===== config.mk =====
export PLATFORM = sky130hd
export DESIGN_NAME = io_top
export DESIGN_NICKNAME = d
export VERILOG_FILES = /design/src/design/io_pkg.sv /design/src/design/io_bus_if.sv /design/src/design/gpio_port.sv /design/src/design/io_access_mask.sv /design/src/design/io_access_stage.sv /design/src/design/io_top.sv /design/src/design/task_sched_regs.sv
export SDC_FILE = /design/constraint.sdc
export NUM_CORES = 1
export LEC_CHECK = 0
export BUFFER_PORTS_ARGS = -buffer_cell sky130_fd_sc_hd__buf_2
export CORE_ASPECT_RATIO = 1.1
export CORE_UTILIZATION = 57
export CTS_CLUSTER_SIZE = 30
export DETAILED_ROUTE_END_ITERATION = 10
export PLACE_DENSITY = 0.88
export SETUP_SLACK_MARGIN = 0.05
export SYNTH_ARGS = -nofsm -noshare
export SYNTH_HDL_FRONTEND = slang
export SYNTH_SLANG_ARGS = --single-unit

===== constraint.sdc =====
create_clock -name clk -period 3.7 [get_ports clk]
set_input_delay 0.74 -clock clk [delete_from_list [all_inputs] [get_ports clk]]
set_output_delay 0.74 -clock clk [all_outputs]
set_load 0.02 [all_outputs]

===== src/design/io_pkg.sv =====
`default_nettype none

package io_pkg;

  // word size shared by data and address
  localparam int IO_W = 16;

  typedef logic [IO_W-1:0] io_word_t;

  // one-hot address bit positions
  localparam int IO_BIT_GPIO_DATA  = 0;  // gpio pins / output data
  localparam int IO_BIT_GPIO_DIR   = 1;  // gpio direction, 1 = output
  localparam int IO_BIT_TASK_BASE  = 8;  // slot 1 xt, slot 2 at 9, slot 3 at 10
  localparam int IO_BIT_TASK_FETCH = 14; // read: task fetch, write: kill request
  localparam int IO_BIT_MASK_SLOT  = 15; // read: slot id, write: mask set

  // default mask, every bit passes
  localparam io_word_t IO_MASK_ALL = '1;

endpackage

`default_nettype wire


===== src/design/io_bus_if.sv =====
`timescale 1ns/1ps
`default_nettype none

// registered i/o access, one strobe = one access, no wait states
interface io_bus_if import io_pkg::*; #(
  parameter int NUM_SLOTS = 4
) ();

  localparam int SLOT_W = $clog2(NUM_SLOTS);

  logic              rd;     // read strobe, one cycle
  logic              wr;     // write strobe, one cycle
  io_word_t          addr;   // one-hot, zero when idle
  io_word_t          wdata;
  logic [SLOT_W-1:0] slot;   // thread slot that made the access

  // access stage side
  modport src (output rd, wr, addr, wdata, slot);

  // peripheral side
  modport dst (input rd, wr, addr, wdata, slot);

endinterface

`default_nettype wire


===== src/design/gpio_port.sv =====
`timescale 1ns/1ps
`default_nettype none

module gpio_port import io_pkg::*; #(
  parameter int GPIO_W = 16
) (
  input  logic              clk,
  input  logic              resetq,
  io_bus_if.dst             bus,
  input  io_word_t          mask,
  input  logic [GPIO_W-1:0] gpio_in,
  output logic [GPIO_W-1:0] gpio_out,
  output logic [GPIO_W-1:0] gpio_oe,   // 1 = pin drives
  output io_word_t          rdata
);

  logic [GPIO_W-1:0] wmask;
  logic [GPIO_W-1:0] wd;
  logic              we_data;
  logic              we_dir;
  io_word_t          in_word;
  io_word_t          oe_word;

  assign wmask   = mask[GPIO_W-1:0];      // port may be narrower than a word
  assign wd      = bus.wdata[GPIO_W-1:0];
  assign we_data = bus.wr & bus.addr[IO_BIT_GPIO_DATA];
  assign we_dir  = bus.wr & bus.addr[IO_BIT_GPIO_DIR];

  always_ff @(posedge clk) begin
    if (!resetq) begin
      gpio_out <= '0;
      gpio_oe  <= '0;   // all pins input after reset
    end else begin
      // unmasked bits take the pin value, like the old sb_io port
      if (we_data)
        gpio_out <= (wd & wmask) | (gpio_in & ~wmask);
      // direction only moves under the mask, lets threads share the port
      if (we_dir)
        gpio_oe <= (wd & wmask) | (gpio_oe & ~wmask);
    end
  end

  assign in_word = io_word_t'(gpio_in);   // zero extend
  assign oe_word = io_word_t'(gpio_oe);

  // read contribution, gated by own address bits
  assign rdata = (bus.addr[IO_BIT_GPIO_DATA] ? in_word : '0) |
                 (bus.addr[IO_BIT_GPIO_DIR]  ? oe_word : '0);

endmodule

`default_nettype wire


===== src/design/io_access_mask.sv =====
`timescale 1ns/1ps
`default_nettype none

module io_access_mask import io_pkg::*; #(
  parameter int NUM_SLOTS = 4
) (
  input  logic     clk,
  input  logic     resetq,
  io_bus_if.dst    bus,
  input  io_word_t gpio_rdata,   // already gated by gpio address bits
  input  io_word_t task_rdata,   // already gated by task address bits
  output io_word_t mask,         // mask of the slot on the bus
  output io_word_t rdata
);

  io_word_t preset [NUM_SLOTS];  // one mask per thread slot
  io_word_t slot_id;
  io_word_t read_or;

  // mask set by a write to bit 15 lasts for that slot's next access only
  always_ff @(posedge clk) begin
    if (!resetq) begin
      for (int i = 0; i < NUM_SLOTS; i++) begin
        preset[i] <= IO_MASK_ALL;
      end
    end else if (bus.rd | bus.wr) begin
      if (bus.wr & bus.addr[IO_BIT_MASK_SLOT])
        preset[bus.slot] <= bus.wdata;    // arm mask for next access
      else
        preset[bus.slot] <= IO_MASK_ALL;  // used up, back to all ones
    end
  end

  // other slots keep their own preset
  assign mask = preset[bus.slot];

  // slot id read, depends only on who asks
  assign slot_id = bus.addr[IO_BIT_MASK_SLOT] ? io_word_t'(bus.slot) : '0;

  assign read_or = gpio_rdata | task_rdata | slot_id;

  // cleared mask bits read as zero
  assign rdata = read_or & mask;

endmodule

`default_nettype wire


===== src/design/io_access_stage.sv =====
`timescale 1ns/1ps
`default_nettype none

module io_access_stage import io_pkg::*; #(
  parameter int NUM_SLOTS = 4
) (
  input  logic                         clk,
  input  logic                         resetq,
  input  logic                         io_rd,
  input  logic                         io_wr,
  input  io_word_t                     io_addr,
  input  io_word_t                     io_wdata,
  input  logic [$clog2(NUM_SLOTS)-1:0] io_slot,
  io_bus_if.src                        bus
);

  // strobes and address, cleared on reset
  always_ff @(posedge clk) begin
    if (!resetq) begin
      bus.rd   <= 1'b0;
      bus.wr   <= 1'b0;
      bus.addr <= '0;
    end else begin
      bus.rd <= io_rd;
      bus.wr <= io_wr;
      // no strobe, no address, so an idle cycle can't hit a register
      bus.addr <= (io_rd | io_wr) ? io_addr : '0;
    end
  end

  // payload rides along
  always_ff @(posedge clk) begin
    bus.wdata <= io_wdata;
    bus.slot  <= io_slot;
  end

endmodule

`default_nettype wire


===== src/design/io_top.sv =====
`timescale 1ns/1ps
`default_nettype none

module io_top import io_pkg::*; #(
  parameter int NUM_SLOTS = 4,
  parameter int GPIO_W    = 16
) (
  input  logic                         clk,
  input  logic                         resetq,
  input  logic                         io_rd,
  input  logic                         io_wr,
  input  io_word_t                     io_addr,    // one-hot
  input  io_word_t                     io_wdata,
  input  logic [$clog2(NUM_SLOTS)-1:0] io_slot,
  output io_word_t                     io_rdata,   // valid the cycle after the strobe
  input  logic [GPIO_W-1:0]            gpio_in,
  output logic [GPIO_W-1:0]            gpio_out,
  output logic [GPIO_W-1:0]            gpio_oe,
  output logic [NUM_SLOTS-1:0]         kill_slot_rq
);

  io_word_t mask;        // current mask of the slot on the bus
  io_word_t gpio_rdata;
  io_word_t task_rdata;

  io_bus_if #(.NUM_SLOTS(NUM_SLOTS)) bus ();

  io_access_stage #(.NUM_SLOTS(NUM_SLOTS)) u_stage (
    .clk      (clk),
    .resetq   (resetq),
    .io_rd    (io_rd),
    .io_wr    (io_wr),
    .io_addr  (io_addr),
    .io_wdata (io_wdata),
    .io_slot  (io_slot),
    .bus      (bus.src)
  );

  io_access_mask #(.NUM_SLOTS(NUM_SLOTS)) u_mask (
    .clk        (clk),
    .resetq     (resetq),
    .bus        (bus.dst),
    .gpio_rdata (gpio_rdata),
    .task_rdata (task_rdata),
    .mask       (mask),
    .rdata      (io_rdata)
  );

  // gpio direction register lives with the pin logic
  gpio_port #(.GPIO_W(GPIO_W)) u_gpio (
    .clk      (clk),
    .resetq   (resetq),
    .bus      (bus.dst),
    .mask     (mask),
    .gpio_in  (gpio_in),
    .gpio_out (gpio_out),
    .gpio_oe  (gpio_oe),
    .rdata    (gpio_rdata)
  );

  // task regs sit next to the slots they steer
  task_sched_regs #(.NUM_SLOTS(NUM_SLOTS)) u_task (
    .clk          (clk),
    .resetq       (resetq),
    .bus          (bus.dst),
    .rdata        (task_rdata),
    .kill_slot_rq (kill_slot_rq)
  );

endmodule

`default_nettype wire


===== src/design/task_sched_regs.sv =====
`timescale 1ns/1ps
`default_nettype none

module task_sched_regs import io_pkg::*; #(
  parameter int NUM_SLOTS = 4
) (
  input  logic                 clk,
  input  logic                 resetq,
  io_bus_if.dst                bus,
  output io_word_t             rdata,
  output logic [NUM_SLOTS-1:0] kill_slot_rq
);

  localparam int SLOT_W = $clog2(NUM_SLOTS);

  io_word_t xt [1:NUM_SLOTS-1];  // slot 0 always starts from zero
  io_word_t xt_raw;              // xt readback at bits 8 and up
  io_word_t fetch_xt;            // xt of the accessing slot
  logic     fetch_rd;

  assign fetch_rd = bus.rd & bus.addr[IO_BIT_TASK_FETCH];

  always_ff @(posedge clk) begin
    if (!resetq) begin
      // stops every slot, else they'd restart their tasks after reset
      for (int i = 1; i < NUM_SLOTS; i++) begin
        xt[i] <= '0;
      end
      kill_slot_rq <= '0;
    end else if (bus.wr) begin
      // any slot may schedule any other
      for (int i = 1; i < NUM_SLOTS; i++) begin
        if (bus.addr[IO_BIT_TASK_BASE + i - 1])
          xt[i] <= bus.wdata;
      end
      // kill request lasts until the next write
      if (bus.addr[IO_BIT_TASK_FETCH])
        kill_slot_rq <= bus.wdata[NUM_SLOTS-1:0];
      else
        kill_slot_rq <= '0;
    end else if (fetch_rd) begin
      for (int i = 1; i < NUM_SLOTS; i++) begin
        // bit 0 set means run once, clear after fetch
        if (bus.slot == SLOT_W'(i) && xt[i][0])
          xt[i] <= '0;
      end
    end
  end

  always_comb begin
    xt_raw   = '0;
    fetch_xt = '0;   // slot 0 gets zero
    for (int i = 1; i < NUM_SLOTS; i++) begin
      if (bus.addr[IO_BIT_TASK_BASE + i - 1])
        xt_raw = xt_raw | xt[i];
      if (bus.slot == SLOT_W'(i))
        fetch_xt = {xt[i][IO_W-1:1], 1'b0};  // valid xts are even
    end
  end

  assign rdata = xt_raw | (bus.addr[IO_BIT_TASK_FETCH] ? fetch_xt : '0);

endmodule

`default_nettype wire


### After elaboration in Yosys (flattened, before gate mapping)

Memories as Yosys holds them, arrays and structs flattened. A register that Yosys moved wholly into a read port is not among the register bits.
Index checks and enable logic that the tools add are counted.

* bits in registers: 72
* bits in writable memories: 112
* input port bits: 54
* output and inout port bits: 52
* word-level logic and storage cells: 101
* memories: 2

* equality and inequality tests: 3
* muxes and demuxes: 57
* bitwise operators: 26
* reduce and logical (&&, ||, !) cells: 5

Memory list
* u_mask.preset: words 4, bits a word 16, rd ports 1, clocked after memory_dff 1, wr ports 4, RTL line io_access_mask.sv:16 `io_word_t preset [NUM_SLOTS];`
* u_task.xt: words 3, bits a word 16, rd ports 3, clocked after memory_dff 0, wr ports 3, RTL line task_sched_regs.sv:16 `io_word_t xt [1:NUM_SLOTS-1];`

Operators with widths (number)
* 2-to-1 mux 16 bit: 17
* OR 16 bit: 8
* bitwise AND 16 bit: 4
* 2-to-1 mux 1 bit: 37
* inverter 16 bit: 1
* OR reduction 16 bit: 1
* OR 1 bit: 9
* bitwise AND 1 bit: 4
* equality test 2 bit, second input constant: 2
* 2-to-1 mux 2 bit: 2
* 2-to-1 mux 4 bit: 1
* logical AND 1 bit: 3
* equality test 2 x 1 -> 1 bit, second input constant: 1
* AND reduction 2 bit: 1

### Depth between registers and ports, before layout

Gate-level depths: netlist of the first run.
An unclocked memory read counts as a cell.

* word-level depth: 10
* mapped depth: 6
* mapped depth without buffers: 4

### By module

From an unflattened synthesis of the first run, not the netlist that was laid out.

* cell total of the unflattened synthesis: 637
* area total of the unflattened synthesis: 8179.1 um2

Modules (own cells, without submodules)
* io_access_mask: times used 1, cells each 188, area an instance 3016.6 um2, seq. area each 1921.8 um2
* task_sched_regs: times used 1, cells each 209, area an instance 2534.9 um2, seq. area each 1521.5 um2
* gpio_port: times used 1, cells each 180, area an instance 1669.1 um2, seq. area each 640.6 um2
* io_access_stage: times used 1, cells each 60, area an instance 958.4 um2, seq. area each 720.7 um2

### Worst setup path after synthesis of the first run

Ideal clock, no wire load.

* path type: flip-flop to flip-flop
* start point: reg u_stage.bus.wr
* end point: mem u_mask.preset[0][0] (netlist name) (enable)
* library setup time: 414 ps
* data arrival time: 2169 ps
* data required time: 3286 ps
* path slack: 1116 ps
* stages on the path, launching flop included: 6
* buffers on the path: 3
* clock period less this slack: 2584 ps
* cell sequence: dfxtp_1 > buf_2 > buf_2 > buf_2 > nor2_1 > o31ai_1

RTL lines
* from (decl): RTL line io_bus_if.sv:18 `modport src (output rd, wr, addr, wdata, slot);`
* from (signal assigned): RTL line io_access_stage.sv:25 `bus.wr <= io_wr;`
* to (decl): RTL line io_access_mask.sv:16

### Worst setup path in the final report of the first run

* start point: reg u_stage.bus.slot[0]
* end point: out io_rdata[9]

* longest elaborated chain between the ends: 9
* elaborated cells on any way between the ends: 11
* classes of those cells: 3 x eq/ne; 4 x mux; 4 x bitwise

RTL lines
* from (decl): RTL line io_bus_if.sv:18
* from (signal assigned): RTL line io_access_stage.sv:34 `bus.slot <= io_slot;`
* equality test 2 x 1 -> 1 bit: RTL line task_sched_regs.sv:56 `if (bus.slot == SLOT_W'(i))`
* 2-to-1 mux 16 bit (2 in series): RTL line task_sched_regs.sv:56
* 2-to-1 mux 16 bit (*): RTL line task_sched_regs.sv:56
* 2-to-1 mux 16 bit (*): RTL line task_sched_regs.sv:61 `assign rdata = xt_raw | (bus.addr[IO_BIT_TASK_FETCH] ? fetch_xt : '0);`
* OR 16 bit (*): RTL line task_sched_regs.sv:61
* OR 16 bit (*) (2 in series): RTL line io_access_mask.sv:40 `assign read_or = gpio_rdata | task_rdata | slot_id;`
* bitwise AND 16 bit (*): RTL line io_access_mask.sv:43 `assign rdata = read_or & mask;`
* to (decl): RTL line io_top.sv:15 `output io_word_t io_rdata,`

Mark *: on every way between the ends. The rest lies on a longest branch, timed or not.

==> results.yml, run 1 <==
run_status:
  status: "finished clean"
final_layout:
  drive_gt1_frac: 0.2703
  fin_util: 0.6825
  multi_input_area_sq_um: 2715
  finalNonFillerCells: 845
  area.growth.synth_to_final_pct: 15.03
  nets: 729
  diodes: 0
  ff_latch_area_sq_um: 4626
  nFillCells: 852
setup_path:
  critPathKind: "register to primary output"
  path_cells: "buf_4, nor2b_4, a21o_1, a222oi_1, a21boi_1, buf_2"
  cp-end-kind: "primary output"
  critPathLaunchType: "register"
  cp_top_family: "compound AO/OA/AOI/OAI gates"
  slowest_delay_ns: 0.54
  worst_ep_arrival_time_ns: 2.49
  required_ns: 2.96
  cpMaxStageDelayCell: "a21o_1"
  crit_fanout: 28
  path_buf_inv: 2
sta:
  rsz0062_at_grt: "false"
  fmax_mhz: 309.4
  period_needed_ns: 3.232
  setup_slack_ns: 0.4678
  setup_violations: 0
  slew_headroom: 0.3087
  hold_violations: 0
  finalCritPeriodShare: 0.8736
  setup_tns_ns: 0
  slew_violations: 0
  skew_ns: 0.007667
  worst_pin_slew_ns: 1.031
min_path:
  hold_path.class: "input pin to register"
cts:
  cts_tree: "yes"
  cts_setup_buffers: 0
  root_buffer: "clkbuf_16"
  clk_latency_ns: 0.43
  hold_buffers: 0
  clock_sinks: 175
  cts_buffers: 17
  clk_path_buf_depth: 2
  ctsResizeCount: 0
  cts_max_level: 4
  clk_pin_slew_worst_paths_ns: 0.07
routing:
  dr.pass1.iters: 10
  drc_errors: 0
  drtIter0Drc: 816
  via_per_inst: 6.425
  totalWireLength_microns: 19870
  vias: 5429
  wl_per_cell_microns: 23.51
  ant_nets: 0
yosys:
  synthTopCellsByArea: "edfxtp_1, dfxtp_1, mux2i_1"
  synthDistinctLibCells: 38
  synth.avg_cell_area_sq_um: 12.93
  synth_top_cell_area_share: 0.4446
  yosysSeqAreaShare: 0.6113
  synth_area_sq_um: 7565
  netlist_instances: 585
  synth_top_cell_by_area: "edfxtp_1"
  postSynthRegisterBits: 175
  yosys_warnings: 0
  syn-num-nets: 639
placement:
  dp_hpwl_microns: 12650
  pre_cts_slack_ns: 0.9985
  gp_congestion: 0.8319
  dp.cells: 813
  port_buffers: 96
floorplanning:
  die_h_microns: 122.8
  die_w_microns: 111.8
  dieArea_sq_um: 13740
  initial_core_util: 0.5933
  ios: 106
  core_sq_um: 12750
  rows: 43
pwr:
  p_leak_nw: 3.264
  p_total_w: 0.004285
  ir_drop_uv: 358.5
  pwr_density_cell_nw_per_um2: 492.4
grt:
  grt_pass1_vias: 5574
  grt_pass1_wl_microns: 30110
  grt_start_max_net_pins: 29
  track_usage: 0.3004
  grt_remaining_overflow: 0
  antenna_found_initial: 0
job:
  max_cap_viol_count: 0
[cells in the final DEF (no fill, tap or decap), drive strengths merged, types with 12 or more instances in the layout]
cell,Yosys,routed
a21boi,18,18
a222oi,14,14
a22oi,18,18
and2,57,57
buf,22,109
clkbuf,16,18
dfxtp,63,63
edfxtp,112,112
mux2i,77,77
nand2,27,27
nand2b,31,31
nand3,12,12
nor2b,19,19
o21ai,19,19
o22ai,16,16
or2,32,32
[per-stage QoR]
step	area, sq um	hold WS (ns)
5_1_grt	8702	0.4006
3_3_place_gp	8115	0.4356
3_5_place_dp	8115	0.4367
2_1_floorplan	7565	0.5359
4_1_cts	8702	0.4041
6_report	8702	0.4075
[metal layers]
metal	GRT usage	part of all wire	vias to the layer above
met5	0	0	-
met4	0.1824	0.047	0
met3	0.06173	0.089	91
met2	0.5116	0.50	361
met1	0.3533	0.36	2650
li1	-	-	2327
[worst reg2reg max path: stages (launching register included)]
cell,delay (ns)
dfxtp_1,0.92
nand3_1,0.81
o21ai_0,0.40
[logic make-up after synthesis]
kind of cell	Yosys count	share of synthesized area
simple gates	193	0.1550
flops	175	0.6113
compound gates	97	0.09279
mux	82	0.1093
buf+inv	38	0.03159
[cell usage after synthesis]
library cell  instances
buf_6                 7
o22ai_1              16
and3_1                3
a31o_2                1
a21o_1                2
a21boi_1             10
nor3b_2               1
nand3_4               1
clkbuf_1             16
a221oi_1              1
nand4_1               2
nand2b_1             31
a22o_1                3
mux2i_1              77
nor3_1                1
a22oi_1              18
nand3b_4              1
nand2_1              27
or2b_1                5
dfxtp_1              63
nor2b_1              17
nor2b_4               2
buf_8                 2
a21boi_0              7
a222oi_1             14
edfxtp_1            112
mux2_2                5
and2_1               57
or2_2                32
buf_2                11
a21boi_2              1
o21ai_0              19
buf_4                 2
o21a_1                1
nor2_1                2
nand3_1              11
a31oi_1               3
o31ai_1               1
[layout make-up]
class | instances | area share
tap | 157 | 0.02257
clock buffer | 18 | 0.04932
multi-input combinational | 372 | 0.3120
timing repair buffer | 109 | 0.06643
clock inverter | 14 | 0.01812
sequential | 175 | 0.5316
[path summary, 6_finish.rpt]
kind	slack [ns]	cells after the start	from	to
worst max-delay path	0.47	6	u_stage.bus.slot[0]	io_rdata[9]
worst min-delay path	0.41	1	io_wdata[12]	u_stage.bus.wdata[12]
worst max register to register	1.49	2	u_stage.bus.addr[0]	u_gpio.gpio_out[6]
worst min register to register	0.45	2	u_gpio.gpio_out[8]	u_gpio.gpio_out[8]
[power breakdown]
group / internal, W / switching (W)
logic: 0.000109 / 0.000187
clock network: 0.00101 / 0.000795
registers: 0.00213 / 0.0000617
total: 0.00324 / 0.00104
[sequential cells by signal, indices dropped and copies added, names as in the netlist, named ones only]
name	count
u_stage.bus.slot	2
u_stage.bus.wdata	16
u_mask.preset	64
u_task.xt	48
u_stage.bus.wr	1
u_stage.bus.rd	1
u_stage.bus.addr	7
u_gpio.gpio_out	16
u_task.kill_slot_rq	4
Note: power is estimated with default switching activity, not from simulation.
==> run 2: changes to the inputs <==
==> constraint.sdc (replaced) <==
create_clock -name clk -period 3.7 [get_ports clk]
set_input_delay 0.74 -clock clk [delete_from_list [all_inputs] [get_ports clk]]
set_output_delay 0.74 -clock clk [all_outputs]
set_load 0.1 [all_outputs]
==> run 2 against run 1 <==
Compared with the run above: global-route usage down 0.44 points; power up 5.0%; core utilization grew 1.4 points; non-clock buffer count is 2 lower; cell area increased by 2.1%; count of clock-buffer cells in the layout fell by 1; critical endpoint is now io_rdata[10]; worst hold slack improved by 0.0017 ns; combinational power increased by 76%; critical path depth fell by 1; clock power barely moved; highest routed layer unchanged; first-iteration DRC count shrank 26%; sequential power about the same.
==> results.yml, run 2 (synthesis results as in run 1) <==
run_status:
  status: "finished clean"
routing:
  drtIter0Drc: 604
  drc_errors: 0
  ant_nets: 0
  totalWireLength_microns: 19770
  wl_per_cell_microns: 23.45
  vias: 5355
  dr.pass1.iters: 5
  via_per_inst: 6.352
sta:
  period_needed_ns: 3.482
  hold_violations: 0
  setup_violations: 0
  slew_violations: 0
  finalCritPeriodShare: 0.9410
  skew_ns: 0.009500
  fmax_mhz: 287.2
  slew_headroom: 0.3024
  worst_pin_slew_ns: 1.040
  setup_tns_ns: 0
  rsz0062_at_grt: "false"
cts:
  clk_latency_ns: 0.43
  cts_buffers: 17
  clk_path_buf_depth: 2
  clock_sinks: 175
  cts_setup_buffers: 0
  root_buffer: "clkbuf_16"
  ctsResizeCount: 0
  cts_max_level: 4
  hold_buffers: 0
  clk_pin_slew_worst_paths_ns: 0.07
  cts_tree: "yes"
final_layout:
  drive_gt1_frac: 0.2668
  final_common_cell: "edfxtp_1"
  diodes: 0
  regMostFlops: "u_mask.preset"
  finalNonFillerCells: 843
  reg.largest.list: "u_mask.preset (64), u_task.xt (48)"
  nFillCells: 803
  area.growth.synth_to_final_pct: 17.42
  largest_reg_flops: 64
  nets: 727
  layout_common_cells: "edfxtp_1, buf_2, mux2i_1"
  design_area_sq_um: 8882
setup_path:
  crit_fanout: 13
  critPathLaunchType: "register"
  required_ns: 2.96
  critPathKind: "register to primary output"
  cp-end-kind: "primary output"
  worst_ep_arrival_time_ns: 2.74
grt:
  antenna_found_initial: 0
  track_usage: 0.2960
  grt_pass1_vias: 5427
  grt_pass1_wl_microns: 29950
  grt_remaining_overflow: 0
  grt_start_max_net_pins: 38
placement:
  dp_hpwl_microns: 12620
  gp_congestion: 0.9037
  placed_cell_area_sq_um: 8295
  dp.cells: 811
  port_buffers: 96
pwr:
  p_int_w: 0.003290
  p_leak_nw: 3.326
  switching_power_w: 0.001208
  ir_drop_uv: 345.2
  pwr_density_cell_nw_per_um2: 506.4
  clkPwrFrac: 0.397
  combPwrFrac: 0.116
  switching_share: 0.2686
  p_seq_frac: 0.487
floorplanning:
  ios: 106
  die_h_microns: 122.8
  rows: 43
  initial_core_util: 0.5933
  dieArea_sq_um: 13740
  core_sq_um: 12750
  die_w_microns: 111.8
job:
  max_cap_viol_count: 0
min_path:
  hold_path.class: "input pin to register"
## run 2: changes by cell type in the layout (fill, tap and decap cells not counted), sizes merged
cell / delta
clkinv: +5
clkbuf: -1
clkinvlp: -4
buf: -2
## run 2: power groups by stage
stage	Clock (W)	Sequential, W	Combinational, W
after global routing	0.00186	0.00219	0.000536
after floorplan	0	0.00225	0.000316
after global placement	0	0.00222	0.000503
after CTS	0.00178	0.00219	0.000517
final	0.00179	0.00219	0.000520
after detailed placement	0	0.00223	0.000511
## run 2: final cells by class
cell class                 count  area (sq um)  area share
multi-input combinational    372          2715      0.3057
tap                          157         196.4     0.02212
timing repair buffer         107         758.2     0.08536
clock inverter                15         161.4     0.01817
sequential                   175          4626      0.5208
clock buffer                  17         425.4     0.04789
## run 2: stage by stage
stage	hold WS (ns)	setup slack, ns	utilization	power, W
final	0.4092	0.2183	0.6966	0.004498
after detailed placement	0.4433	0.8073	0.6506	0.002740
after global routing	0.3977	0.1978	0.6966	0.004587
after global placement	0.4341	0.9083	0.6506	0.002727
after floorplan	0.5554	0.09099	-	0.002562
after CTS	0.4038	0.2738	0.6966	0.004487
## run 2: path summary, 6_finish.rpt
| path | from | end | slack (ns) | depth (start not counted) |
|---|---|---|---|---|
| setup / recovery | u_stage.bus.slot[0] | io_rdata[10] | 0.22 | 5 |
| hold / removal | io_wdata[11] | u_stage.bus.wdata[11] | 0.41 | 1 |
| setup reg to reg | u_stage.bus.slot[0] | u_mask.preset[2][4] | 1.24 | 4 |
| hold reg to reg | u_gpio.gpio_out[2] | u_gpio.gpio_out[2] | 0.46 | 2 |
## run 2: critical path, cell delays in order, from the launching register on
cell and delay, ns:
dfxtp_1 0.71, nor2b_4 0.29, a21o_1 0.49, a22oi_1 0.23, a21boi_1 0.36, buf_12 0.22
## run 2: metal layers
metal | share of wire | track usage | wire length (microns)
met1 | 0.39 | 0.3753 | 7744
met3 | 0.080 | 0.06025 | 1588
met4 | 0.033 | 0.1571 | 660
met2 | 0.49 | 0.4837 | 9775
met5 | 0 | 0 | 0
